$ cat src/hw/kmac_cmd_pkg.sv
// Command, error and sequence-state encodings; widths are fixed and mirrored in the error info layout
package kmac_cmd_pkg;

  // Field widths used by the error record and info layout
  localparam int CmdWidth     = 6;
  localparam int ErrCodeWidth = 8;
  localparam int StWidth      = 3;
  localparam int ErrInfoWidth = 24;

  // Software commands, sparse values so a stuck bit never forms another command
  typedef enum logic [CmdWidth-1:0] {
    CmdNone      = 6'b001011,
    CmdStart     = 6'b011101,
    CmdProcess   = 6'b101110,
    CmdManualRun = 6'b110001,
    CmdDone      = 6'b010110
  } kmac_cmd_e;

  // Values match the ERR_CODE register layout
  typedef enum logic [ErrCodeWidth-1:0] {
    ErrNone                         = 8'h00,
    ErrUnexpectedModeStrength       = 8'h06,
    ErrIncorrectFunctionName        = 8'h07,
    ErrSwCmdSequence                = 8'h08,
    ErrSwHashingWithoutEntropyReady = 8'h09
  } err_code_e;

  typedef struct packed {
    logic                    valid;
    err_code_e               code;
    logic [ErrInfoWidth-1:0] info;
  } err_t;

  // Logical sequence state, also reported in the info field
  typedef enum logic [StWidth-1:0] {
    StIdle,
    StMsgFeed,
    StProcessing,
    StAbsorbed,
    StSqueezing,
    StTerminalError
  } seq_st_e;

  // encode_string("KMAC") as held in the first six PREFIX bytes
  localparam logic [47:0] EncodedStringKMAC = 48'h4341_4D4B_2001;

endpackage

$ cat src/hw/sha3_cfg_pkg.sv
// SHA3 mode and strength encodings and the permutation round count assumed by the round controller
package sha3_cfg_pkg;

  // Hash mode selector
  typedef enum logic [1:0] {
    Sha3   = 2'b00,
    Shake  = 2'b10,
    CShake = 2'b11
  } sha3_mode_e;

  // Security strength in bits
  typedef enum logic [2:0] {
    L128 = 3'b000,
    L224 = 3'b001,
    L256 = 3'b010,
    L384 = 3'b011,
    L512 = 3'b100
  } keccak_strength_e;

  // One round per cycle, so this is also the permutation length in cycles
  localparam int KeccakRounds = 24;
  localparam int RoundCntW    = $clog2(KeccakRounds + 1);

endpackage

$ cat src/hw/kmac_cmd_if.sv
// Filtered command and core status between checker and round controller; all signals are strobes
`timescale 1ns/1ps

interface kmac_cmd_if;

  // Registered command, CmdNone when nothing is forwarded
  kmac_cmd_pkg::kmac_cmd_e cmd;
  // Clear-after-error accepted by the checker
  logic clear;
  // Core status pulses
  logic absorbed;
  logic done;

  // Sequence checker side
  modport chk (output cmd, output clear, input absorbed, input done);

  // Round controller side
  modport core (input cmd, input clear, output absorbed, output done);

endinterface

$ cat src/hw/kmac_ctrl_top.sv
// Command sequencing top; status inputs are plain levels and commands one-cycle strobes
`timescale 1ns/1ps

module kmac_ctrl_top (
  input  logic                                  clk_i,
  input  logic                                  rst_ni,
  input  sha3_cfg_pkg::sha3_mode_e              cfg_mode_i,
  input  sha3_cfg_pkg::keccak_strength_e        cfg_strength_i,
  input  logic                                  kmac_en_i,
  input  logic [47:0]                           cfg_prefix_i,
  input  logic                                  cfg_en_unsupported_i,
  input  logic                                  entropy_ready_i,
  input  logic                                  app_active_i,
  input  logic                                  esc_i,
  input  logic                                  err_processed_i,
  input  logic                                  clear_after_error_i,
  input  kmac_cmd_pkg::kmac_cmd_e               sw_cmd_i,
  output logic                                  absorbed_o,
  output logic                                  done_o,
  output logic                                  busy_o,
  output logic                                  err_valid_o,
  output kmac_cmd_pkg::err_code_e               err_code_o,
  output logic [kmac_cmd_pkg::ErrInfoWidth-1:0] err_info_o,
  output logic                                  fsm_error_o
);

  kmac_cmd_pkg::err_t error;

  kmac_cmd_if u_cmd_if ();

  // Sequence checker and command filter
  kmac_errchk u_errchk (
    .clk_i, .rst_ni, .cfg_mode_i, .cfg_strength_i, .kmac_en_i, .cfg_prefix_i,
    .cfg_en_unsupported_i, .entropy_ready_i, .app_active_i, .esc_i,
    .err_processed_i, .clear_after_error_i, .sw_cmd_i,
    .error_o     (error),
    .fsm_error_o (fsm_error_o),
    .core_if     (u_cmd_if.chk)
  );

  kmac_round_ctrl u_round_ctrl (
    .clk_i, .rst_ni,
    .busy_o  (busy_o),
    .core_if (u_cmd_if.core)
  );

  kmac_err_log u_err_log (
    .clk_i, .rst_ni, .err_processed_i, .err_valid_o, .err_code_o, .err_info_o,
    .error_i (error)
  );

  // Core status pulses go straight out
  assign absorbed_o = u_cmd_if.absorbed;
  assign done_o     = u_cmd_if.done;

endmodule

$ cat src/hw/kmac_err_log.sv
// Error code register holding the first error; codes and info read as zero while nothing is logged
`timescale 1ns/1ps

module kmac_err_log (
  input  logic                                    clk_i,
  input  logic                                    rst_ni,
  input  kmac_cmd_pkg::err_t                      error_i,
  input  logic                                    err_processed_i,
  output logic                                    err_valid_o,
  output kmac_cmd_pkg::err_code_e                 err_code_o,
  output logic [kmac_cmd_pkg::ErrInfoWidth-1:0]   err_info_o
);

  logic capture;

  // Empty log, or one being acknowledged this cycle, takes a new error
  assign capture = error_i.valid && (!err_valid_o || err_processed_i);

  always_ff @(posedge clk_i or negedge rst_ni) begin
    if (!rst_ni) begin
      err_valid_o <= 1'b0;
      err_code_o  <= kmac_cmd_pkg::ErrNone;
      err_info_o  <= '0;
    end else if (capture) begin
      err_valid_o <= 1'b1;
      err_code_o  <= error_i.code;
      err_info_o  <= error_i.info;
    end else if (err_processed_i) begin
      // Acknowledge with nothing new pending
      err_valid_o <= 1'b0;
      err_code_o  <= kmac_cmd_pkg::ErrNone;
      err_info_o  <= '0;
    end
  end

endmodule

$ cat src/hw/kmac_errchk.sv
// Checks command order and start-time configuration; blocked commands are dropped, never queued
`timescale 1ns/1ps

module kmac_errchk (
  input  logic                           clk_i,
  input  logic                           rst_ni,
  input  sha3_cfg_pkg::sha3_mode_e       cfg_mode_i,
  input  sha3_cfg_pkg::keccak_strength_e cfg_strength_i,
  input  logic                           kmac_en_i,
  input  logic [47:0]                    cfg_prefix_i,
  input  logic                           cfg_en_unsupported_i,
  input  logic                           entropy_ready_i,
  input  logic                           app_active_i,
  input  logic                           esc_i,
  input  logic                           err_processed_i,
  input  logic                           clear_after_error_i,
  input  kmac_cmd_pkg::kmac_cmd_e        sw_cmd_i,
  output kmac_cmd_pkg::err_t             error_o,
  output logic                           fsm_error_o,
  kmac_cmd_if.chk                        core_if
);

  kmac_cmd_pkg::seq_st_e st_q, st_d;

  logic       start_ok;
  logic       err_swsequence;
  logic       err_modestrength;
  logic       err_prefix;
  logic       err_entropy;
  logic       cfg_entropy_ready_q;
  logic       block_swcmd;
  logic       clear_ok;
  logic [3:0] err_flags;

  ////////////////////////////////////////////////////////////
  // Sequence checks
  ////////////////////////////////////////////////////////////

  // Any state outside the five working ones counts as terminal
  assign fsm_error_o = !(st_q inside {kmac_cmd_pkg::StIdle, kmac_cmd_pkg::StMsgFeed,
                                      kmac_cmd_pkg::StProcessing, kmac_cmd_pkg::StAbsorbed,
                                      kmac_cmd_pkg::StSqueezing});

  // Hash begins here, so configuration is only checked on this move
  assign start_ok = (st_q == kmac_cmd_pkg::StIdle) && !app_active_i &&
                    (sw_cmd_i == kmac_cmd_pkg::CmdStart);

  always_comb begin
    err_swsequence = 1'b0;
    case (st_q)
      // Only Start leaves Idle
      kmac_cmd_pkg::StIdle: begin
        err_swsequence = !(sw_cmd_i inside {kmac_cmd_pkg::CmdNone, kmac_cmd_pkg::CmdStart});
      end
      kmac_cmd_pkg::StMsgFeed: begin
        err_swsequence = !(sw_cmd_i inside {kmac_cmd_pkg::CmdNone, kmac_cmd_pkg::CmdProcess});
      end
      // Permutation running, software must stay quiet
      kmac_cmd_pkg::StProcessing, kmac_cmd_pkg::StSqueezing: begin
        err_swsequence = (sw_cmd_i != kmac_cmd_pkg::CmdNone);
      end
      kmac_cmd_pkg::StAbsorbed: begin
        err_swsequence = !(sw_cmd_i inside {kmac_cmd_pkg::CmdNone, kmac_cmd_pkg::CmdManualRun,
                                            kmac_cmd_pkg::CmdDone});
      end
      default: begin
        err_swsequence = 1'b0;
      end
    endcase
  end

  ////////////////////////////////////////////////////////////
  // Configuration checks at Start
  ////////////////////////////////////////////////////////////

  // SHA3 takes the fixed digest sizes, SHAKE/cSHAKE only 128 and 256
  assign err_modestrength = start_ok &&
    !(((cfg_mode_i == sha3_cfg_pkg::Sha3) &&
       (cfg_strength_i inside {sha3_cfg_pkg::L224, sha3_cfg_pkg::L256,
                               sha3_cfg_pkg::L384, sha3_cfg_pkg::L512})) ||
      ((cfg_mode_i inside {sha3_cfg_pkg::Shake, sha3_cfg_pkg::CShake}) &&
       (cfg_strength_i inside {sha3_cfg_pkg::L128, sha3_cfg_pkg::L256})));

  // Reported only, the hash still runs
  assign err_prefix = start_ok && kmac_en_i && (cfg_prefix_i != kmac_cmd_pkg::EncodedStringKMAC);

  // Entropy ready arrives as a pulse, so keep it until acknowledged
  always_ff @(posedge clk_i or negedge rst_ni) begin
    if (!rst_ni) begin
      cfg_entropy_ready_q <= 1'b0;
    end else if (err_processed_i) begin
      cfg_entropy_ready_q <= 1'b0;
    end else if (entropy_ready_i && (st_q == kmac_cmd_pkg::StIdle)) begin
      cfg_entropy_ready_q <= 1'b1;
    end
  end

  assign err_entropy = start_ok && kmac_en_i && !cfg_entropy_ready_q;

  // Mode error blocks only when unsupported configs are not allowed
  assign block_swcmd = err_swsequence || err_entropy || fsm_error_o ||
                       (err_modestrength && !cfg_en_unsupported_i);

  ////////////////////////////////////////////////////////////
  // Command filter and state register
  ////////////////////////////////////////////////////////////

  // Terminal state ignores clear, escalation wins in the same cycle
  assign clear_ok      = clear_after_error_i && !esc_i && !fsm_error_o;
  assign core_if.clear = clear_ok;

  always_ff @(posedge clk_i or negedge rst_ni) begin
    if (!rst_ni) begin
      core_if.cmd <= kmac_cmd_pkg::CmdNone;
    end else begin
      core_if.cmd <= block_swcmd ? kmac_cmd_pkg::CmdNone : sw_cmd_i;
    end
  end

  always_comb begin
    st_d = st_q;
    case (st_q)
      kmac_cmd_pkg::StIdle:       if (start_ok) st_d = kmac_cmd_pkg::StMsgFeed;
      kmac_cmd_pkg::StMsgFeed: begin
        if (sw_cmd_i == kmac_cmd_pkg::CmdProcess) st_d = kmac_cmd_pkg::StProcessing;
      end
      kmac_cmd_pkg::StProcessing: if (core_if.absorbed) st_d = kmac_cmd_pkg::StAbsorbed;
      kmac_cmd_pkg::StAbsorbed: begin
        if (sw_cmd_i == kmac_cmd_pkg::CmdManualRun) begin
          st_d = kmac_cmd_pkg::StSqueezing;
        end else if (sw_cmd_i == kmac_cmd_pkg::CmdDone) begin
          st_d = kmac_cmd_pkg::StIdle;
        end
      end
      kmac_cmd_pkg::StSqueezing:  if (core_if.done) st_d = kmac_cmd_pkg::StAbsorbed;
      default:                    st_d = kmac_cmd_pkg::StTerminalError;
    endcase
    // Blocked command leaves the state untouched
    if (block_swcmd && !fsm_error_o) st_d = st_q;
    if (esc_i) st_d = kmac_cmd_pkg::StTerminalError;
    if (clear_ok) st_d = kmac_cmd_pkg::StIdle;
  end

  always_ff @(posedge clk_i or negedge rst_ni) begin
    if (!rst_ni) begin
      st_q <= kmac_cmd_pkg::StIdle;
    end else begin
      st_q <= st_d;
    end
  end

  ////////////////////////////////////////////////////////////
  // Error code encoder
  ////////////////////////////////////////////////////////////

  assign err_flags = {err_entropy, err_swsequence, err_modestrength, err_prefix};

  // Priority: sequence, mode, prefix, entropy
  always_comb begin
    error_o = '{valid: 1'b0, code: kmac_cmd_pkg::ErrNone, info: '0};
    if (err_flags != 4'b0000) begin
      error_o.valid = 1'b1;
      // Info layout {4'h0, flags, 5'h0, state, 2'b00, command}
      error_o.info  = {4'h0, err_flags, 5'h00, st_q, 2'b00, sw_cmd_i};
    end
    if (err_swsequence) begin
      error_o.code = kmac_cmd_pkg::ErrSwCmdSequence;
    end else if (err_modestrength) begin
      error_o.code = kmac_cmd_pkg::ErrUnexpectedModeStrength;
    end else if (err_prefix) begin
      error_o.code = kmac_cmd_pkg::ErrIncorrectFunctionName;
    end else if (err_entropy) begin
      error_o.code = kmac_cmd_pkg::ErrSwHashingWithoutEntropyReady;
    end
  end

endmodule

$ cat src/hw/kmac_round_ctrl.sv
// Round counter for absorb and squeeze; a command arriving while busy is ignored
`timescale 1ns/1ps

module kmac_round_ctrl (
  input  logic     clk_i,
  input  logic     rst_ni,
  output logic     busy_o,
  kmac_cmd_if.core core_if
);

  logic [sha3_cfg_pkg::RoundCntW-1:0] cnt_q;

  logic busy_q;
  logic run_absorb_q;
  logic absorbed_q;
  logic done_q;
  logic start_run;

  // Process starts the absorb permutation, ManualRun a squeeze
  assign start_run = core_if.cmd inside {kmac_cmd_pkg::CmdProcess, kmac_cmd_pkg::CmdManualRun};

  always_ff @(posedge clk_i or negedge rst_ni) begin
    if (!rst_ni) begin
      cnt_q        <= '0;
      busy_q       <= 1'b0;
      run_absorb_q <= 1'b0;
      absorbed_q   <= 1'b0;
      done_q       <= 1'b0;
    end else if (core_if.clear) begin
      // Abort whatever is running
      cnt_q      <= '0;
      busy_q     <= 1'b0;
      absorbed_q <= 1'b0;
      done_q     <= 1'b0;
    end else begin
      absorbed_q <= 1'b0;
      done_q     <= 1'b0;
      if (start_run && !busy_q) begin
        cnt_q        <= sha3_cfg_pkg::RoundCntW'(sha3_cfg_pkg::KeccakRounds);
        busy_q       <= 1'b1;
        run_absorb_q <= (core_if.cmd == kmac_cmd_pkg::CmdProcess);
      end else if (busy_q) begin
        if (cnt_q == sha3_cfg_pkg::RoundCntW'(1)) begin
          // Last round, report the kind of run that just finished
          cnt_q      <= '0;
          busy_q     <= 1'b0;
          absorbed_q <= run_absorb_q;
          done_q     <= !run_absorb_q;
        end else begin
          cnt_q <= cnt_q - 1'b1;
        end
      end
    end
  end

  assign busy_o           = busy_q;
  assign core_if.absorbed = absorbed_q;
  assign core_if.done     = done_q;

endmodule

$ cat config.mk
export PLATFORM = sky130hd
export DESIGN_NAME = kmac_ctrl_top
export DESIGN_NICKNAME = d
export VERILOG_FILES = /design/src/hw/kmac_cmd_pkg.sv /design/src/hw/sha3_cfg_pkg.sv /design/src/hw/kmac_cmd_if.sv /design/src/hw/kmac_ctrl_top.sv /design/src/hw/kmac_err_log.sv /design/src/hw/kmac_errchk.sv /design/src/hw/kmac_round_ctrl.sv
export SDC_FILE = /design/constraint.sdc
export NUM_CORES = 1
export LEC_CHECK = 0
export BUFFER_PORTS_ARGS = -buffer_cell sky130_fd_sc_hd__buf_2
export CAP_MARGIN = 10
export CORE_UTILIZATION = 50
export CTS_CLUSTER_DIAMETER = 200
export DETAILED_ROUTE_END_ITERATION = 12
export GPL_TIMING_DRIVEN = 0
export PLACE_DENSITY = 0.85
export SLEW_MARGIN = 10
export SYNTH_ARGS = -nofsm -noshare
export SYNTH_HDL_FRONTEND = slang
export SYNTH_SLANG_ARGS = --single-unit
$ cat constraint.sdc
create_clock -name clk_i -period 5.56 [get_ports clk_i]
set_input_delay 0.834 -clock clk_i [delete_from_list [all_inputs] [get_ports clk_i]]
set_output_delay 0.834 -clock clk_i [all_outputs]
set_load 0.05 [all_outputs]
* Yosys cells after proc, flatten, opt, wreduce, memory -nomap -nowiden *
Index checks and enable logic that the tools add are counted.

storage, ports and cells
  register bits after elaboration = 52
  input port bits = 68
  output and inout port bits = 37
  word-level logic and storage cells = 131

cells by class
  $add $sub $neg = 1
  equal/unequal tests = 26
  muxes and demuxes = 42
  bitwise gates (word level) = 1
  reduce and logical (&&, ||, !) cells = 50

operators by type and width
  operator                                                 number
  2-to-1 mux 24 bit                                        2
  inequality test 48 x 47 -> 1 bit, second input constant  1
  2-to-1 mux 8 bit                                         5
  2-to-1 mux 3 bit                                         9
  == test 6 bit, second input constant                     4
  2-to-1 mux 20 bit                                        1
  2-to-1 mux 5 bit                                         4
  2-to-1 mux 1 bit                                         17
  logical AND 1 bit                                        15
  one-hot mux 3 bit (5 select lines)                       1
  nonzero test 2 bit                                       7
  == test 3 x 2 -> 1 bit, second input constant            4
  == test 6 x 5 -> 1 bit, second input constant            2
  logical NOT 1 bit                                        12
  inequality test 4 x 3 -> 1 bit, second input constant    3
  nonzero test 4 bit                                       2
  == test 3 x 1 -> 1 bit, second input constant            2
  == test 3 bit, second input constant                     2
  == test 6 x 4 -> 1 bit, second input constant            1
  logical NOT 3 bit                                        2
  2-to-1 mux 6 bit                                         1
  inequality test 6 x 4 -> 1 bit, second input constant    1
  AND reduction 6 bit                                      1
  nonzero test 3 bit                                       2
  14 further kinds                                         19

* Depth between registers and ports, before layout *
Gate-level depths: netlist of run 1.

  word-level depth = 12
  depth in mapped cells = 8
  depth with buffers taken out = 7

* Modules after synthesis *
Synthesis of run 1 repeated with hierarchy kept, for this count alone.

second synthesis, totals
  cells, all modules = 330
  area, all modules = 3,350.7 um2

by module, submodules not included
  module           times used  cells an instance  area each (um2)  sequential area each (um2)
  kmac_err_log     1           147                1,715.4          825.8
  kmac_errchk      1           130                1,102.3          254.0
  kmac_round_ctrl  1           53                 533.0            225.2

* Worst setup path after synthesis of run 1 *
Ideal clock, no wire load.

  kind = input port to flip-flop
  start = in sw_cmd_i[2]
  end = reg u_err_log.err_code_o[3]
  setup time = 0.120 ns
  arrival = 2.247 ns
  data required time = 5.440 ns
  path slack = 3.192 ns
  stages = 6
  buffers on the path = 0
  path through = or4bb_1 nor2_1 o31ai_2 and2_1 or3_1 o211a_1

on the way
  cells in the longest elaborated chain, start to end = 9
  elaborated cells on any way between the ends = 27
  those cells by class = eq/ne: 6; mux: 7; reduce/logical: 14

RTL lines
  what                                                                      line                 source
  start, declared                                                           kmac_ctrl_top.sv:17  input kmac_cmd_pkg::kmac_cmd_e sw_cmd_i,
  parallel branches: the longest is 9 deep, another holds 2-to-1 mux 8 bit  -
  end signal, assigned                                                      kmac_err_log.sv:22   err_code_o <= kmac_cmd_pkg::ErrNone;
  end signal, assigned                                                      kmac_err_log.sv:26   err_code_o <= error_i.code;
  end signal, assigned                                                      kmac_err_log.sv:31   err_code_o <= kmac_cmd_pkg::ErrNone;
  end, declared                                                             kmac_err_log.sv:10   output kmac_cmd_pkg::err_code_e err_code_o,

Parallel ways; which one is timed is not known.
A chain may end at the register's enable or synchronous reset.

* Worst setup path in the final report of run 1 *
  start = in sw_cmd_i[2]
  end = reg u_errchk.st_q[1]

on the way
  cells in the longest elaborated chain, start to end = 10
  elaborated cells on any way between the ends = 32
  those cells by class = eq/ne: 10; mux: 6; reduce/logical: 16

RTL lines
  what                                                                            line                                                     source
  == test 6 x 4 -> 1 bit, or another cell as far along                            kmac_errchk.sv:53, kmac_errchk.sv:56, kmac_errchk.sv:63
  nonzero test 3 bit, or another cell as far along                                kmac_errchk.sv:63                                        err_swsequence = !(sw_cmd_i inside {kmac_cmd_pkg::CmdNone, kmac_cmd_pkg::CmdManualRun,
  logical NOT 1 bit, or another cell as far along                                 kmac_errchk.sv:63
  one-hot mux 1 bit (4 select lines) / logical AND 1 bit (equally long branches)  kmac_errchk.sv:50, kmac_errchk.sv:98
  logical OR 1 bit (3 in series)                                                  kmac_errchk.sv:101                                       assign block_swcmd = err_swsequence || err_entropy || fsm_error_o ||
  logical AND 1 bit                                                               kmac_errchk.sv:139                                       if (block_swcmd && !fsm_error_o) st_d = st_q;
  inequality test 3 bit (no line)                                                 -
  AND reduction 6 bit (no line)                                                   -
  end signal, assigned                                                            kmac_errchk.sv:146                                       st_q <= kmac_cmd_pkg::StIdle;
  end signal, assigned                                                            kmac_errchk.sv:148                                       st_q <= st_d;
  end, declared                                                                   kmac_errchk.sv:23                                        kmac_cmd_pkg::seq_st_e st_q, st_d;

Parallel ways exist; a longest one is shown, timed or not. The select of a mux whose other input is x is not followed.

==> flow_summary.yaml, run 1 <==
cells_and_area:
  area_growth_pct: 28.9
  final-seq-area_um2: 905
  multiInputGateArea_mm2: 0.00117
  drive_gt1_share_pct: 37.0
  final_cells: 391
  fillers: 329
  num_antenna_cells: 0
  fin_area_mm2: 0.00286
  final_nets: 410
global_routing:
  use_met2_pct: 41.1
  grt_max_degree: 37
  grt_pass1_vias: 1977
  grt.total_usage_pct: 24.5
  use_met3_pct: 5.43
  grt_pass1_wl_um: 8630
  antenna_found_initial: 0
  top_usage_layer: "met2"
  globalRouteOverflowTotal: 0
  gr-usage-met1_pct: 31.6
floorplanning:
  ios: 105
  die_w_um: 68.6
  core_region_area_mm2: 0.00414
  die-area_mm2: 0.00471
  start_util_pct: 53.6
  rows: 23
  fp.dieH_um: 68.6
placement:
  dp_cells: 383
  place_ws_ns: 2.85
  hpwl_um: 4300
  place_congestion: 0.881
  port_buffers: 89
  place_area_mm2: 0.00278
status:
  status: "completed"
critical_path:
  cp_slowest_stage_delay_ns: 0.55
  worst_path_most_repeated_cell: "buf_2"
  rrSetupSlack_ns: 3.35
  arrival_ns: 2.64
  crit_type: "in2reg"
  critical_path.max_fanout: 10
  crit_required_ns: 5.72
  end_kind: "flop"
  crit_slowest_cell: "or4bb_1"
  cp-start-kind: "primary input"
  path_cells: "buf_2, or4bb_1, nor2_1, o31ai_2, nand2_1, buf_2, a21oi_1, nand4b_1"
cts:
  cts-resized-gates: 0
  cts_tree: "built"
  insertion_delay_ns: 0.28
  cts.sinks: 36
  cts_made_buffers: 5
  cts-hold-fix-buffers: 0
  max-clock-path-buffers: 2
  path_clk_slew_ns: 0.07
  ctsHtreeMaxLevel: 2
  post-cts-setup-buffers: 0
  cts_root_buffer: "clkbuf_8"
synth:
  ys_types: 57
  synth_ff_type: "dfrtp_1"
  netlist_instances: 230
  seq_area_frac_synth_pct: 40.8
  syn_avg_cell_area_um2: 9.65
  synth_warnings: 0
  synthArstFlopShare_pct: 100
  ys_ff_latch: 36
  synth_edf_count: 0
  synth.cell_area_mm2: 0.00222
routing:
  vias: 2162
  antenna_left: 0
  drt-total-wl_um: 5540
  firstDrtPassIters: 4
  wl_per_cell_um: 14.2
  drt_iter0_markers: 80
  avgViaCountPerCell: 5.53
  route.detailed.drc: 0
sta:
  worst_slack_ns: 3.08
  maxSlewViolCount: 0
  min_period_over_period_pct: 44.6
  worst_pin_slew_ns: 0.985
  finClkSkew_ns: 0.00772
  relSlewSlack_pct: 33.4
  finalSetupViolCount: 0
  finalHoldViolCount: 0
  fin_tns_setup_ns: 0
  period_minus_slack_ns: 2.48
  fmax_ghz: 0.403
  rsz0062_at_grt: "no"
power:
  p_total_mw: 1.18
  ir_worst_vdd_mv: 0.365
  pwr_density_cell_mw_per_mm2: 413
  p_leak_nw: 1.40
job:
  drv_cap: 0
hold_path:
  min_path_type: "reg2reg"
-- power breakdown --
part           switching (mW)  internal, mW
Sequential             0.0471         0.342
Clock                  0.0833        0.0889
Combinational           0.418         0.202
-- final cells by class --
class / count / area share [%]
tap: 50 / 2.19
multi-input combinational: 173 / 40.8
clock buffer: 8 / 2.80
inverter: 10 / 1.31
buffer: 25 / 5.73
timing repair buffer: 89 / 15.6
sequential: 36 / 31.6
-- final timing paths --
path                                                 from                   endpoint  depth (start not counted)
worst max-delay path                          sw_cmd_i[2]           u_errchk.st_q[1]                          8
worst max register to register           u_errchk.st_q[1]           u_errchk.st_q[1]                          7
min in group asynchronous                          rst_ni  u_round_ctrl.core_if.done                          1
worst min register to register  u_round_ctrl.run_absorb_q  u_round_ctrl.core_if.done                          1
worst min-delay path            u_round_ctrl.run_absorb_q  u_round_ctrl.core_if.done                          1
max in group asynchronous                          rst_ni    u_err_log.err_info_o[3]                          1
-- per-layer routing --
metal / wire (µm) / part of all wire, %
met5: 0 / 0
met4: 38 / 0.69
met3: 327 / 5.9
met2: 2750 / 50
met1: 2420 / 44
-- registers in the layout, summed over array words and instances, names as in the netlist --
signal and cells:
u_err_log.err_code_o 3, u_err_log.err_info_o 13, u_err_log.err_valid_o 1, u_errchk.cfg_entropy_ready_q 1
u_errchk.core_if.cmd 6, u_errchk.st_q 3, u_round_ctrl.busy_o 1, u_round_ctrl.cnt_q 5
u_round_ctrl.core_if.absorbed 1, u_round_ctrl.core_if.done 1, u_round_ctrl.run_absorb_q 1
-- worst max-delay path: cells and delay by family --
kind	cells	cell delay, ns
compound gates	2	0.19
buf+inv	2	0.42
simple gates	4	1.18
-- placed cells by master, fill, tap and decap left out, types with 3 or more instances in the layout --
cell type  Yosys  final
dfstp_2        3      3
nor4bb_1       4      4
nand4_1        4      4
nor4b_1        5      5
o21ai_0        5      5
clkbuf_1       6      9
nor2b_1        4      4
nor3_1         7      7
buf_2          2     91
a32o_1         9      9
nand4bb_1      3      3
nor4_1         6      6
nand2_1       14     14
a211oi_1       5      5
nor3b_1        4      4
nand3_1        6      6
inv_1         10     10
nor2_1        14     14
o211ai_1       5      5
conb_1         1     15
nand2b_1       5      5
buf_4         16     16
and3_1         4      4
clkbuf_8       0      5
a21oi_1       11     11
o31ai_1        3      3
dfrtp_1       33     33
-- metrics by stage --
step                      utilization [%]  hold slack [ns]
after detailed placement             67.1            0.472
after global routing                 69.0            0.501
after floorplan                         -            0.424
final                                69.0            0.471
after CTS                            69.0            0.477
after global placement               67.1            0.454
-- cell families after synthesis --
family	Yosys count	share of synthesized area [%]
AO/OA/AOI/OAI	58	20.1
AND/OR/NAND/NOR	96	27.8
multiplexers	2	0.902
adder cells (fa/ha/maj)	2	1.13
buffers and inverters	35	9.08
flip-flops	36	40.8
other	1	0.169
-- Yosys cell counts (all sizes together) (4+ instances only) --
cell type  count  area [µm²]
nor4bb         4        40.0
and3           4        25.0
nor4           7        58.8
nand2         14        52.6
dfrtp         33         826
nor3b          4        30.0
o31ai          4        35.0
a211oi         5        37.5
nand3          6        30.0
nor2          14        52.6
nor4b          5        43.8
o21ai          6        30.0
nand4          4        25.0
nand2b         5        31.3
o211ai         5        37.5
nor3           8        45.0
a21oi         12        63.8
buf           19         141
clkbuf         6        22.5
nor2b          5        38.8
inv           10        37.5
a32o           9        90.1
No activity file was read; power rests on OpenSTA's default activity.
==> run 2, diff against run 1 <==
Settings changed: ABC_AREA from default to 1, CORE_UTILIZATION 50 to 43, PLACE_DENSITY 0.85 to 0.77.
Clock period 5.56 ns to 2.2 ns, I/O delays scaled along.
==> flow_summary.yaml, run 2 <==
status:
  status: "completed"
synth:
  synth.cell_area_mm2: 0.00234
  seq_area_frac_synth_pct: 38.6
  synth_edf_count: 0
  synthTopCellsByCount: "82 x nand2_1, 45 x nor2_1, 44 x inv_1"
  yosysMostFrequentCell: "nand2_1"
  ys_types: 31
  synth_ff_type: "dfrtp_1"
  ys_ff_latch: 36
  synth_area_leaders: "dfrtp_1 35%, nand2_1 13%, nor2_1 7.2%, inv_1 7.0%, nand3_1 6.4%"
  netlist_instances: 328
  synth_warnings: 0
  netlist.area_leader.share_pct: 35.2
  yosysTopAreaCell: "dfrtp_1"
  syn_avg_cell_area_um2: 7.15
  synthArstFlopShare_pct: 100
placement:
  port_buffers: 89
  hpwl_um: 4520
  place_congestion: 0.854
sta:
  finClkSkew_ns: 0.00909
  rsz0062_at_grt: "no"
  relSlewSlack_pct: 47.5
  min_period_over_period_pct: 83.7
  finalSetupViolCount: 0
  period_minus_slack_ns: 1.84
  maxSlewViolCount: 0
  worst_pin_slew_ns: 0.787
  fin_tns_setup_ns: 0
  finalHoldViolCount: 0
  fmax_ghz: 0.543
cts:
  cts.sinks: 36
  post-cts-setup-buffers: 0
  ctsHtreeMaxLevel: 2
  max-clock-path-buffers: 2
  cts-resized-gates: 0
  cts_root_buffer: "clkbuf_8"
  cts_tree: "built"
  cts-hold-fix-buffers: 0
  cts_made_buffers: 5
  path_clk_slew_ns: 0.08
  insertion_delay_ns: 0.29
critical_path:
  path_buf_inv: 1
  cp_slowest_stage_delay_ns: 0.48
  worst_path_most_repeated_cell: "nand2_1"
  path_cells: "inv_2, a21oi_2, nor2_2, nand2_1, nand2_2, nor2_2, nand3_1, nand2_1, nand2_1, nand2_1, nand2_1"
  crit_required_ns: 2.38
  critical_path.max_fanout: 7
  crit_family: "simple AND/OR/NAND/NOR gates"
  arrival_ns: 2.02
  crit_type: "reg2reg"
  end_kind: "flop"
  crit_slowest_cell: "dfrtp_1"
  cp-start-kind: "flop"
cells_and_area:
  layout_commonest_cell: "buf_2"
  top_register: "u_err_log.err_info_o"
  largest_reg_flops: 13
  largestRegisters: "u_err_log.err_info_o: 13 flops, u_errchk.core_if.cmd: 6 flops, u_round_ctrl.cnt_q: 5 flops"
  layout_common_cells: "89 x buf_2, 82 x nand2_1, 45 x nor2_1"
  drive_gt1_share_pct: 32.6
  num_antenna_cells: 0
  final_nets: 508
  area_growth_pct: 28.4
  final_core_util_pct: 58.2
routing:
  antenna_left: 0
  firstDrtPassIters: 4
  drt-total-wl_um: 5490
  vias: 2376
  drt_iter0_markers: 116
  wl_per_cell_um: 10.8
  avgViaCountPerCell: 4.67
  route.detailed.drc: 0
power:
  p_leak_nw: 1.73
  ir_worst_vdd_mv: 0.455
  pwr_density_cell_mw_per_mm2: 1060
floorplanning:
  die-area_mm2: 0.00575
  ios: 105
  rows: 26
  start_util_pct: 45.3
  fp.dieH_um: 75.8
  core_region_area_mm2: 0.00517
  die_w_um: 75.8
global_routing:
  grt_max_degree: 37
  antenna_found_initial: 0
  grt.total_usage_pct: 21.2
  grt_pass1_wl_um: 9140
  grt_pass1_vias: 2245
  globalRouteOverflowTotal: 0
hold_path:
  min_path_type: "in2async"
job:
  drv_cap: 0
==> run 2: path summary, 6_finish.rpt <==
path / startpoint / end / slack (ns) / cells past startpoint
setup / recovery: u_errchk.st_q[1] / u_errchk.st_q[1] / 0.36 / 11
hold / removal: rst_ni / u_err_log.err_info_o[8] / 0.12 / 1
setup reg to reg: u_errchk.st_q[1] / u_errchk.st_q[1] / 0.36 / 11
hold reg to reg: u_round_ctrl.run_absorb_q / u_round_ctrl.core_if.done / 0.48 / 1
max in group asynchronous: rst_ni / u_round_ctrl.core_if.done / 1.57 / 1
min in group clk_i: err_processed_i / u_errchk.cfg_entropy_ready_q / 0.23 / 2
==> run 2: power breakdown <==
| part | internal [mW] | switching [mW] |
|---|---|---|
| registers | 0.884 | 0.153 |
| clock network | 0.222 | 0.233 |
| logic | 0.514 | 1.18 |
==> run 2: cells by family (layout without fill, tap and decap cells) <==
kind of cell	after synthesis	in the layout	share of synthesized area, %
AO/OA/AOI/OAI	26	26	6.46
adder cells (fa/ha/maj)	2	2	1.07
buffers and inverters	67	164	14.1
flip-flops	36	36	38.6
other	1	15	0.160
AND/OR/NAND/NOR	196	196	39.6
==> run 2: area by class of cell <==
type,instances,area (µm²)
fill,493,2160
multi-input combinational,239,1160
sequential,36,905
timing repair buffer,89,445
inverter,49,184
buffer,18,148
tap,70,87.6
clock buffer,7,76.3
clock inverter,1,5.00
==> run 2: per-layer routing <==
layer,routed length (µm),up-vias,global-route usage (%)
met5,0,-,0
met4,96,0,8.23
met3,345,10,3.97
met2,2900,97,39.4
met1,2150,1041,23.6
li1,-,1228,-
==> run 2: metrics by stage <==
stage | power [mW] | hold slack [ns] | cell area [µm²] | std cells | worst slack [ns]
after floorplan | 2.35 | 0.0344 | 2400 | 342 | 0.277
after global placement | 2.71 | 0.454 | 2930 | 501 | 0.339
after detailed placement | 2.75 | 0.468 | 2930 | 501 | 0.270
after CTS | 3.21 | 0.166 | 3010 | 509 | 0.351
after global routing | 3.43 | 0.194 | 3010 | 509 | 0.153
final | 3.19 | 0.120 | 3010 | 509 | 0.358
==> run 3, diff against run 2 <==
Settings changed: CORE_UTILIZATION 43 to 47, PLACE_DENSITY 0.77 to 0.8.
Clock period 2.2 ns to 1.7 ns, I/O delays scaled along.
==> flow_summary.yaml, run 3 (synthesized netlist as in run 2, its figures left out) <==
global_routing:
  antenna_found_initial: 0
  grt_pass1_vias: 2188
  grt_max_degree: 37
  grt_pass1_wl_um: 8920
  grt.total_usage_pct: 21.5
  globalRouteOverflowTotal: 0
cells_and_area:
  num_antenna_cells: 0
  fillers: 422
  largest_reg_flops: 13
  area_growth_pct: 37.0
  layout_common_cells: "89 x buf_2, 77 x nand2_1, 44 x inv_1"
  largestRegisters: "u_err_log.err_info_o: 13 flops, u_errchk.core_if.cmd: 6 flops, u_round_ctrl.cnt_q: 5 flops"
  final-seq-area_um2: 908
  multiInputGateArea_mm2: 0.00125
  fin_area_mm2: 0.00321
  top_register: "u_err_log.err_info_o"
  drive_gt1_share_pct: 38.1
  layout_commonest_cell: "buf_2"
  final_nets: 518
  final_core_util_pct: 67.6
status:
  status: "finished with violations"
  violations: "negative setup slack"
critical_path:
  crit_required_ns: 1.87
  arrival_ns: 1.90
  crit_type: "reg2reg"
  reg2regPathDepth: 10
  cp-start-kind: "flop"
  end_kind: "flop"
  critical_path.max_fanout: 10
placement:
  port_buffers: 89
  place_ws_ns: -0.134
  place_congestion: 0.849
  place_area_mm2: 0.00294
  hpwl_um: 4270
sta:
  fmax_ghz: 0.579
  fin_hold_ws_ns: 0.0404
  period_minus_slack_ns: 1.73
  worst_slack_ns: -0.0262
  relSlewSlack_pct: 47.3
  finalHoldViolCount: 0
  maxSlewViolCount: 0
  worst_pin_slew_ns: 0.791
  finalSetupViolCount: 13
  rsz0062_at_grt: "yes"
  finClkSkew_ns: 0.00589
  min_period_over_period_pct: 102
cts:
  cts_tree: "built"
  cts_root_buffer: "clkbuf_8"
  max-clock-path-buffers: 2
  cts.sinks: 36
  cts-hold-fix-buffers: 0
  cts_made_buffers: 5
  ctsHtreeMaxLevel: 2
  path_clk_slew_ns: 0.07
  insertion_delay_ns: 0.29
routing:
  wl_per_cell_um: 10.8
  vias: 2428
  route.detailed.drc: 0
  drt-total-wl_um: 5580
  drt_iter0_markers: 123
  firstDrtPassIters: 4
  avgViaCountPerCell: 4.71
  antenna_left: 0
floorplanning:
  die_w_um: 72.6
  start_util_pct: 49.3
  die-area_mm2: 0.00528
  ios: 105
  fp.dieH_um: 72.6
  rows: 25
  core_region_area_mm2: 0.00475
power:
  p_leak_nw: 1.81
  ir_worst_vdd_mv: 0.663
  pwr_density_cell_mw_per_mm2: 1460
  p_total_mw: 4.69
hold_path:
  min_path_type: "in2async"
job:
  drv_cap: 0
run 3: cell count changes in the layout (fill, tap and decap cells not counted), sizes merged:
cell	previous run	this run
buf	107	117
bufinv	0	1
clkbuf	7	6
run 3: critical path: stages, from the launching register on:
cell and delay (ns):
dfrtp_2 0.45, inv_2 0.09, a21oi_2 0.17, nor2_2 0.07
nand2_1 0.10, nand2_2 0.12, nor3_4 0.20, nand2_2 0.10
nand2_4 0.11, buf_12 0.15, nand2_1 0.06
run 3: repair_timing:
action	in CTS	in global routing
gates resized for setup	6	15
hold endpoints to repair	0	0
setup endpoints to repair	22	26
buffers inserted	6	4
pin swaps	3	6
run 3: layer usage:
layer	global-route usage (%)	vias up	wire length [µm]
li1	-	1247	-
met1	27.5	1095	2450
met5	0	-	0
met3	4.28	11	299
met4	8.71	0	99
met2	35.7	75	2730
run 3: layout make-up:
cell class / count / area share [%]
plain buffers: 18 / 4.60
clock buffers: 6 / 2.26
clock inverters: 2 / 1.09
inverters: 49 / 5.73
multi-input cells: 239 / 38.8
flip-flops and latches: 36 / 28.3
well taps: 67 / 2.61
repair buffers: 99 / 16.6
run 3: final timing paths:
path,from,end,slack (ns)
min in group clk_i,err_processed_i,u_errchk.cfg_entropy_ready_q,0.14
max in group asynchronous,rst_ni,u_errchk.st_q[0],1.10
max,u_errchk.st_q[0],u_err_log.err_valid_o,-0.03
min reg2reg,u_round_ctrl.run_absorb_q,u_round_ctrl.core_if.done,0.48
min,rst_ni,u_err_log.err_info_o[0],0.04
max reg2reg,u_errchk.st_q[0],u_err_log.err_valid_o,-0.03
run 3: metrics by stage:
stage / setup TNS [ns] / cells
2_1_floorplan: -0.404 / 342
3_3_place_gp: -0.877 / 498
3_5_place_dp: -1.40 / 498
4_1_cts: -0.000998 / 512
5_1_grt: -2.32 / 516
6_report: -0.226 / 516
run 3: power by group:
group	internal, mW	switching [mW]	total [mW]	leakage, nW
registers	1.15	0.200	1.35	0.458
clock network	0.435	0.307	0.742	0.0552
logic	0.903	1.69	2.60	1.30
total	2.49	2.20	4.69	1.81
